`src/hw/cpu_ctrl_pkg.sv`:
```
package cpu_ctrl_pkg;

    localparam int ISR_W    = 16;
    localparam int OP_W     = 6;
    localparam int MODE_W   = 2;
    localparam int REG_W    = 3;
    localparam int NUM_REGS = 8;

    typedef struct packed {
        logic [OP_W-1:0]   ex_op;
        logic [MODE_W-1:0] f_mode;
        logic [REG_W-1:0]  f_reg;
        logic [MODE_W-1:0] t_mode;
        logic [REG_W-1:0]  t_reg;
    } isr_fields_t;

    // opcode split into group and two-bit variant
    typedef struct packed {
        logic [OP_W-3:0]       op_group;
        logic [1:0]            op_sub;
        logic [ISR_W-OP_W-1:0] operands;
    } isr_group_t;

    typedef union packed {
        isr_fields_t fields;
        isr_group_t  grp;
    } isr_u;

    localparam logic [MODE_W-1:0] MODE_D  = 2'b00;
    localparam logic [MODE_W-1:0] MODE_I  = 2'b01;
    localparam logic [MODE_W-1:0] MODE_MI = 2'b10;
    localparam logic [MODE_W-1:0] MODE_IP = 2'b11;

    localparam logic [OP_W-1:0] OP_HLT = 6'b000000;
    localparam logic [OP_W-1:0] OP_CLR = 6'b000100;
    localparam logic [OP_W-1:0] OP_ASL = 6'b001000;
    localparam logic [OP_W-1:0] OP_ASR = 6'b001001;
    localparam logic [OP_W-1:0] OP_RLC = 6'b001010;
    localparam logic [OP_W-1:0] OP_RRC = 6'b001011;
    localparam logic [OP_W-1:0] OP_LSL = 6'b001100;
    localparam logic [OP_W-1:0] OP_LSR = 6'b001101;
    localparam logic [OP_W-1:0] OP_ROL = 6'b001110;
    localparam logic [OP_W-1:0] OP_ROR = 6'b001111;
    localparam logic [OP_W-1:0] OP_MOV = 6'b010000;
    localparam logic [OP_W-1:0] OP_JMP = 6'b010001;
    localparam logic [OP_W-1:0] OP_RET = 6'b010010;
    localparam logic [OP_W-1:0] OP_RIT = 6'b010011;
    localparam logic [OP_W-1:0] OP_ADD = 6'b010100;
    localparam logic [OP_W-1:0] OP_RJP = 6'b010101;
    localparam logic [OP_W-1:0] OP_ADC = 6'b010110;
    localparam logic [OP_W-1:0] OP_SUB = 6'b011000;
    localparam logic [OP_W-1:0] OP_SBC = 6'b011010;
    localparam logic [OP_W-1:0] OP_CMP = 6'b011011;
    localparam logic [OP_W-1:0] OP_OR  = 6'b100000;
    localparam logic [OP_W-1:0] OP_XOR = 6'b100001;
    localparam logic [OP_W-1:0] OP_AND = 6'b100010;
    localparam logic [OP_W-1:0] OP_BIT = 6'b100011;
    localparam logic [OP_W-1:0] OP_MUL = 6'b100100;
    localparam logic [OP_W-1:0] OP_JSR = 6'b101100;
    localparam logic [OP_W-1:0] OP_RJS = 6'b101101;
    localparam logic [OP_W-1:0] OP_SVC = 6'b101110;

    localparam logic [OP_W-3:0] GRP_SHIFT_A = 4'b0010;
    localparam logic [OP_W-3:0] GRP_SHIFT_L = 4'b0011;
    localparam logic [OP_W-3:0] GRP_NOP     = 4'b0111;
    localparam logic [OP_W-3:0] GRP_BR      = 4'b1100;
    localparam logic [OP_W-3:0] GRP_RB      = 4'b1110;

    localparam logic [REG_W-1:0] REG_SP = 3'd6;
    localparam logic [REG_W-1:0] REG_PC = 3'd7;

endpackage

```
`src/hw/opcode_decoder.sv`:
```
`timescale 1ns/1ps

module opcode_decoder (
    input  cpu_ctrl_pkg::isr_u isr,
    input  logic               psw_n,
    input  logic               psw_z,
    input  logic               psw_v,
    input  logic               psw_c,
    output logic               op_dst_write,
    output logic               op_jump,
    output logic               op_stack_ret,
    output logic               op_call,
    output logic               op_rjs,
    output logic               op_branch_taken,
    output logic               op_rel_branch,
    output logic               op_mem_idle,
    output logic               f_is_ip,
    output logic               f_is_mi,
    output logic               t_is_ip,
    output logic               t_is_d
);
    import cpu_ctrl_pkg::*;

    logic [OP_W-1:0] op;
    logic [OP_W-3:0] op_grp;
    logic            is_shift;
    logic            is_branch;
    logic            flag_sel;

    assign op       = isr.fields.ex_op;
    assign op_grp   = isr.grp.op_group;
    assign is_shift = (op_grp == GRP_SHIFT_A) || (op_grp == GRP_SHIFT_L);

    assign f_is_ip = (isr.fields.f_mode == MODE_IP);
    assign f_is_mi = (isr.fields.f_mode == MODE_MI);
    assign t_is_ip = (isr.fields.t_mode == MODE_IP);
    assign t_is_d  = (isr.fields.t_mode == MODE_D);

    // results that land in a direct-mode destination register
    assign op_dst_write = is_shift ||
                          (op inside {OP_CLR, OP_MOV, OP_ADD, OP_ADC, OP_RJP,
                                      OP_OR, OP_XOR, OP_AND});

    assign op_jump      = (op inside {OP_JMP, OP_RET, OP_RIT});
    assign op_stack_ret = (op == OP_RET) || (op == OP_RIT);
    assign op_call      = (op inside {OP_JSR, OP_RJS, OP_SVC});
    assign op_rjs       = (op == OP_RJS);

    // low opcode bits pick N, Z, V or C
    always_comb begin
        case (isr.grp.op_sub)
            2'd0:    flag_sel = psw_n;
            2'd1:    flag_sel = psw_z;
            2'd2:    flag_sel = psw_v;
            default: flag_sel = psw_c;
        endcase
    end

    assign op_rel_branch   = (op_grp == GRP_RB);
    assign is_branch       = (op_grp == GRP_BR) || op_rel_branch;
    assign op_branch_taken = is_branch && flag_sel;

    assign op_mem_idle = is_branch || (op_grp == GRP_NOP) ||
                         (op inside {OP_HLT, OP_CLR, OP_ASL, OP_ASR, OP_RLC, OP_RRC,
                                     OP_LSL, OP_LSR, OP_ROL, OP_ROR, OP_MOV, OP_JMP,
                                     OP_RET, OP_RIT, OP_ADD, OP_RJP, OP_ADC, OP_SUB,
                                     OP_SBC, OP_CMP, OP_OR, OP_XOR, OP_AND, OP_BIT,
                                     OP_MUL, OP_JSR, OP_RJS, OP_SVC});

endmodule

```
`src/hw/reg_select.sv`:
```
`timescale 1ns/1ps

module reg_select (
    input  logic                              clk,
    input  logic                              rst,
    input  cpu_ctrl_pkg::isr_u                isr,
    input  logic                              if_0,
    input  logic                              if_1,
    input  logic                              ff_0,
    input  logic                              ff_1,
    input  logic                              tf_0,
    input  logic                              tf_1,
    input  logic                              ex_1,
    input  logic                              op_dst_write,
    input  logic                              op_jump,
    input  logic                              op_stack_ret,
    input  logic                              op_call,
    input  logic                              op_rjs,
    input  logic                              op_branch_taken,
    input  logic                              f_is_ip,
    input  logic                              t_is_ip,
    input  logic                              t_is_d,
    output logic [cpu_ctrl_pkg::NUM_REGS-1:0] reg_read,
    output logic [cpu_ctrl_pkg::NUM_REGS-1:0] reg_write
);
    import cpu_ctrl_pkg::*;

    logic [NUM_REGS-1:0] read_d;
    logic [NUM_REGS-1:0] write_d;
    logic                f_access;

    function automatic logic [NUM_REGS-1:0] sel(input logic [REG_W-1:0] r, input logic en);
        sel = en ? (NUM_REGS'(1) << r) : '0;
    endfunction

    // source register touched in ff_0, again in ff_1 for post-increment
    assign f_access = ff_0 || (ff_1 && f_is_ip);

    assign read_d = sel(isr.fields.f_reg, f_access) |
                    sel(isr.fields.t_reg, tf_0 || (tf_1 && t_is_ip)) |
                    sel(REG_SP, op_stack_ret) |
                    sel(REG_PC, if_0 || if_1 || (op_rjs && ex_1));

    assign write_d = sel(isr.fields.f_reg, f_access) |
                     sel(isr.fields.t_reg, tf_1 && t_is_ip) |
                     sel(isr.fields.t_reg, op_dst_write && t_is_d) |
                     sel(REG_PC, if_1 || op_jump || op_branch_taken || (op_call && ex_1));

    always_ff @(posedge clk) begin
        if (rst) begin
            reg_read  <= '0;
            reg_write <= '0;
        end else begin
            reg_read  <= read_d;
            reg_write <= write_d;
        end
    end

endmodule

```
`src/hw/alu_control.sv`:
```
`timescale 1ns/1ps

module alu_control (
    input  logic               clk,
    input  logic               rst,
    input  cpu_ctrl_pkg::isr_u isr,
    input  logic               if_0,
    input  logic               if_1,
    input  logic               ff_0,
    input  logic               ff_1,
    input  logic               ff_2,
    input  logic               tf_0,
    input  logic               tf_1,
    input  logic               ex_1,
    input  logic               psw_c,
    input  logic               f_is_mi,
    input  logic               op_rel_branch,
    output logic               mda,
    output logic               b0b,
    output logic               als,
    output logic               alu_x,
    output logic               alu_y,
    output logic               alu_z,
    output logic               alu_u,
    output logic               alu_v,
    output logic               shs,
    output logic               sft_a,
    output logic               sft_b,
    output logic               sft_c,
    output logic               sft_d,
    output logic               sft_e,
    output logic               sft_r,
    output logic               sft_l,
    output logic               set_psw
);
    import cpu_ctrl_pkg::*;

    logic [OP_W-1:0] op;
    logic [1:0]      sub;
    logic            sh_a;
    logic            sh_l;
    logic            is_shift;
    logic            op_asr;
    logic            op_rlc;
    logic            op_rrc;
    logic            op_lsr;
    logic            op_rol;
    logic            op_ror;
    logic            op_br;
    logic            xfer;
    logic            arith;
    logic            logic_op;
    logic            calls;
    logic            seq;

    assign op  = isr.fields.ex_op;
    assign sub = isr.grp.op_sub;

    // shift variant from the group view
    assign sh_a     = (isr.grp.op_group == GRP_SHIFT_A);
    assign sh_l     = (isr.grp.op_group == GRP_SHIFT_L);
    assign is_shift = sh_a || sh_l;
    assign op_asr   = sh_a && (sub == 2'd1);
    assign op_rlc   = sh_a && (sub == 2'd2);
    assign op_rrc   = sh_a && (sub == 2'd3);
    assign op_lsr   = sh_l && (sub == 2'd1);
    assign op_rol   = sh_l && (sub == 2'd2);
    assign op_ror   = sh_l && (sub == 2'd3);
    assign op_br    = (isr.grp.op_group == GRP_BR);

    assign xfer     = (op inside {OP_MOV, OP_JMP, OP_RET, OP_RIT});
    assign arith    = (op inside {OP_ADD, OP_ADC, OP_RJP, OP_SUB, OP_SBC, OP_CMP});
    assign logic_op = (op inside {OP_OR, OP_XOR, OP_AND, OP_BIT});
    assign calls    = (op inside {OP_JSR, OP_RJS, OP_SVC});

    // microcycles other than ff_1 that route operands through the ALU
    assign seq = if_0 || if_1 || ff_0 || ff_2 || tf_0 || tf_1;

    always_ff @(posedge clk) begin
        if (rst) begin
            {mda, b0b, als, alu_x, alu_y, alu_z, alu_u, alu_v} <= '0;
            {shs, sft_a, sft_b, sft_c, sft_d, sft_e, sft_r, sft_l, set_psw} <= '0;
        end else begin
            mda   <= ff_2 || is_shift || arith || logic_op || op_rel_branch;
            b0b   <= (op == OP_MOV) || (op == OP_JMP) || arith || logic_op || calls ||
                     op_br || op_rel_branch || ex_1;
            als   <= seq || ff_1 || (op == OP_CLR) || xfer || arith || logic_op ||
                     calls || op_br || op_rel_branch || ex_1;
            alu_x <= (f_is_mi && ff_0) || (op inside {OP_SUB, OP_SBC, OP_CMP});
            alu_y <= seq || xfer || arith || calls || op_br || ex_1;
            alu_z <= (op == OP_OR) || op_rel_branch;
            // carry in
            alu_u <= if_1 || tf_1 || (op == OP_SUB) || (op == OP_CMP) ||
                     (psw_c && ((op == OP_ADC) || (op == OP_SBC)));
            alu_v <= seq || xfer || arith || (op == OP_XOR) || calls || op_br ||
                     op_rel_branch || ex_1;

            shs   <= is_shift;
            sft_a <= op_asr;
            sft_b <= op_rol;
            sft_c <= op_lsr || op_rol || op_rlc;
            sft_d <= op_ror;
            sft_e <= op_rlc || op_rrc;
            sft_r <= op_asr || op_ror || op_rrc;
            sft_l <= op_asr || op_lsr || op_rol || op_rlc;

            // rjp leaves the flags alone
            set_psw <= (op == OP_CLR) || is_shift || (op == OP_MOV) ||
                       (arith && (op != OP_RJP)) || logic_op;
        end
    end

endmodule

```
`src/hw/bus_control.sv`:
```
`timescale 1ns/1ps

module bus_control (
    input  logic clk,
    input  logic rst,
    input  logic if_0,
    input  logic if_1,
    input  logic ff_0,
    input  logic ff_2,
    input  logic tf_0,
    input  logic tf_1,
    input  logic ex_1,
    input  logic op_mem_idle,
    input  logic op_dst_write,
    input  logic op_call,
    output logic smd,
    output logic sma,
    output logic sb0,
    output logic r_w_n,
    output logic mreq_n,
    output logic mirq_n,
    output logic mis,
    output logic mmd,
    output logic mdm
);

    logic addr_cycle;
    logic quiet;

    // cycles that put an address out on the memory bus
    assign addr_cycle = if_0 || ff_0 || tf_0;

    // memory held idle, no write and no request
    assign quiet = addr_cycle || if_1 || ff_2 || op_mem_idle;

    always_ff @(posedge clk) begin
        if (rst) begin
            {smd, sma, sb0, r_w_n, mreq_n, mirq_n, mis, mmd, mdm} <= '0;
        end else begin
            smd    <= addr_cycle || op_dst_write || op_call;
            sma    <= addr_cycle;
            sb0    <= ff_2;
            r_w_n  <= quiet || tf_1;
            mreq_n <= quiet || ex_1;
            mirq_n <= quiet || tf_1;
            mis    <= if_1;
            mmd    <= if_1 || tf_1;
            mdm    <= ex_1;
        end
    end

endmodule

```
`src/hw/cpu_ctrl_decoder.sv`:
```
`timescale 1ns/1ps

module cpu_ctrl_decoder (
    input  logic                              clk,
    input  logic                              rst,
    input  cpu_ctrl_pkg::isr_u                isr,
    input  logic                              if_0,
    input  logic                              if_1,
    input  logic                              ff_0,
    input  logic                              ff_1,
    input  logic                              ff_2,
    input  logic                              tf_0,
    input  logic                              tf_1,
    input  logic                              ex_1,
    input  logic                              psw_n,
    input  logic                              psw_z,
    input  logic                              psw_v,
    input  logic                              psw_c,
    output logic [cpu_ctrl_pkg::NUM_REGS-1:0] reg_read,
    output logic [cpu_ctrl_pkg::NUM_REGS-1:0] reg_write,
    output logic                              mda,
    output logic                              b0b,
    output logic                              als,
    output logic                              alu_x,
    output logic                              alu_y,
    output logic                              alu_z,
    output logic                              alu_u,
    output logic                              alu_v,
    output logic                              shs,
    output logic                              sft_a,
    output logic                              sft_b,
    output logic                              sft_c,
    output logic                              sft_d,
    output logic                              sft_e,
    output logic                              sft_r,
    output logic                              sft_l,
    output logic                              set_psw,
    output logic                              smd,
    output logic                              sma,
    output logic                              sb0,
    output logic                              r_w_n,
    output logic                              mreq_n,
    output logic                              mirq_n,
    output logic                              mis,
    output logic                              mmd,
    output logic                              mdm
);

    // class flags shared by the registered stages
    logic op_dst_write;
    logic op_jump;
    logic op_stack_ret;
    logic op_call;
    logic op_rjs;
    logic op_branch_taken;
    logic op_rel_branch;
    logic op_mem_idle;
    logic f_is_ip;
    logic f_is_mi;
    logic t_is_ip;
    logic t_is_d;

    // port names match the local nets one to one
    opcode_decoder i_opcode_decoder (.*);

    reg_select i_reg_select (.*);

    alu_control i_alu_control (.*);

    bus_control i_bus_control (.*);

endmodule

```
`config.mk`:
```
export PLATFORM = sky130hd
export DESIGN_NAME = cpu_ctrl_decoder
export DESIGN_NICKNAME = d
export VERILOG_FILES = /design/src/hw/cpu_ctrl_pkg.sv /design/src/hw/opcode_decoder.sv /design/src/hw/reg_select.sv /design/src/hw/alu_control.sv /design/src/hw/bus_control.sv /design/src/hw/cpu_ctrl_decoder.sv
export SDC_FILE = /design/constraint.sdc
export NUM_CORES = 1
export LEC_CHECK = 0
export BUFFER_PORTS_ARGS = -buffer_cell sky130_fd_sc_hd__buf_2
export CAP_MARGIN = 30
export CORE_MARGIN = 1.5
export CORE_UTILIZATION = 49
export DETAILED_ROUTE_END_ITERATION = 8
export PLACE_DENSITY_LB_ADDON = 0.08
export SETUP_SLACK_MARGIN = 0.5
export SLEW_MARGIN = 20
export SYNTH_ARGS = -nofsm -noshare
export SYNTH_HDL_FRONTEND = slang
export SYNTH_SLANG_ARGS = --single-unit
```
`constraint.sdc`:
```
create_clock -name clk -period 1.6 [get_ports clk]
set_clock_uncertainty 0.1 [all_clocks]
set_input_delay 0.24 -clock clk [delete_from_list [all_inputs] [get_ports clk]]
set_output_delay 0.24 -clock clk [all_outputs]
set_load 0.01 [all_outputs]
```
==> impl_metrics.toml <==
[outcome]
outcome = "completed"

[yosys]
synth_nets = 269
ys_top_cells_by_area = "dfxtp_1 (41%), nor2_1 (5.3%), nand3_1 (5.0%), nor2b_1 (4.4%), a31oi_1 (3.8%)"
synth_top_area_share = 0.4115
synth_cell_types = 45
synth_edf_count = 0
synth_area_leader_cell = "dfxtp_1"
ys_seq_area_frac = 0.4115
avgSynthCellArea_um2 = 8.345
yosys_warnings = 0
ys_ff_latch = 41
async_flop_share = 0
yosys_most_used_dff = "dfxtp_1"
synth.most_common_cell = "dfxtp_1"
synthCells = 239
ys_top_cells_by_count = "dfxtp_1 (41), nor2_1 (28), nand3_1 (20)"
synth_area_um2 = 1994

[floorplan]
io_pins = 72
die_w_um = 66.80
start_util = 0.5059
dieArea_um2 = 4462
die_y_um = 66.80
num_rows = 23
core_um2 = 3943

[drt]
via_per_inst = 5.805
wl_met3_um = 617
routed_wl_um = 6513
route.detailed.drc = 0
vias = 2264
met1_length_um = 2710
wl_per_cell_um = 16.70
top_layer_used = "met4"
wl_met2_um = 3102
first_iter_violations = 197
first_pass_iters = 5
drtAntennaViolNets = 0

[critical_path]
worst-endpoint-arrival_ns = 1.46
worstSetupEndpointType = "flop"
cp_max_fo = 6
cp.required_ns = 1.74
worstSetupStartpointType = "input port"
critPathKind = "in -> reg"

[timing]
final-setup-viol-count = 0
fmax_mhz = 761.5
hold_viol_final = 0
relSlewSlack = 0.6003
min_period_ns = 1.313
rsz0062_at_grt = "yes"
drv_slew = 0
worst_pin_slew_ns = 0.5973
hold_ws_ns = 0.1544
fin_crit_sh = 0.8207

[finish]
largestRegisters = "i_reg_select.reg_read x8, i_reg_select.reg_write x8"
drive_gt1_frac = 0.5088
finalNetCount = 369
fillers = 264
num_antenna_cells = 0
area_growth_pct = 57.84

[worst_hold_path]
hold_path_depth = 2
hold_path.class = "in -> reg"

[pwr]
power_density_nw_per_um2 = 729.1
leakage_nw = 1.354
irDropWorstVdd_mv = 0.4451
power_mw = 2.295

[place]
hpwl_um = 4314
place.gp.congestion = 0.8675
io_buffer_count = 71

[global_routing]
gr-usage-all-layers = 0.2833
antenna_found_initial = 0
grt_overflow = 0
grt_pass1_wl_um = 9390
grt_pass1_vias = 1912
grt_max_degree = 16

[job]
drv_cap = 0

[clocking]
cts_buffers = 5
path_clk_slew_ns = 0.08
htreeDepth = 2
clockBufferDepth = 2
clock-sinks = 41
clock-root-buffer = "clkbuf_8"
cts_tree = "built"
timing repair:
item                       in CTS  in global routing
buffers inserted                6                  7
hold buffers                    0                  0
setup endpoints to repair      19                 33
gates resized for setup        44                 36
pin swaps                      13                 14
cloned                          1                  0
final cells by class:
class                      instances  area (µm²)  share of cell area
multi-input combinational        176        1344              0.4269
sequential                        41       835.8              0.2655
timing repair buffer             109       798.3              0.2536
clock buffer                       6       72.57             0.02305
tap                               50       62.56             0.01987
inverter                           6       25.02            0.007949
clock inverter                     2       10.01            0.003180
cell usage in the layout, fill, tap and decap left out, types with 10 or more instances in the layout:
cell type and n:
dfxtp_1 29, buf_6 18, nand2_1 14, dfxtp_2 12
buf_2 59, nor2b_1 11, nand3_1 19, buf_4 26
a31oi_1 10, nor2_1 27
worst max-delay path, stage by stage:
cell       delay, ns
buf_8           0.10
or3_4           0.40
o32ai_4         0.31
buf_6           0.17
o2111ai_2       0.12
nand3_1         0.12
per-layer routing:
layer	track usage	vias to the layer above
li1	-	1074
met4	0.07908	0
met5	0	-
met1	0.3844	1040
met3	0.06588	10
met2	0.4500	140
cells by family after synthesis:
| logic type | Yosys count | share of synthesized area |
|---|---|---|
| simple gates | 117 | 0.3093 |
| buf+inv | 22 | 0.05269 |
| flops | 41 | 0.4115 |
| mux | 1 | 0.01129 |
| compound gates | 58 | 0.2152 |
metrics by stage:
step	instance area (µm²)	setup TNS [ns]	util	instances	worst slack, ns
finish	3148	0	0.7985	390	0.2868
global route	3148	0	0.7985	390	0.2220
CTS	2960	0	0.7509	383	0.3287
detailed placement	2624	-0.06516	0.6655	368	-0.02197
global placement	2624	-0.004710	0.6655	368	-0.004710
floorplan	2121	0	-	239	0.1469
power by group:
group	internal (mW)	switching (mW)	total, mW
registers	1.07	0.0120	1.08
clock network	0.303	0.356	0.658
logic	0.255	0.305	0.560
path summary, 6_finish.rpt:
path | startpoint | to | slack (ns)
min | ff_2 | i_bus_control.sb0$_SDFF_PP0_ | 0.15
max | isr[15] | i_reg_select.reg_write[1]$_SDFF_PP0_ | 0.29
No activity file was read; power rests on OpenSTA's default activity.
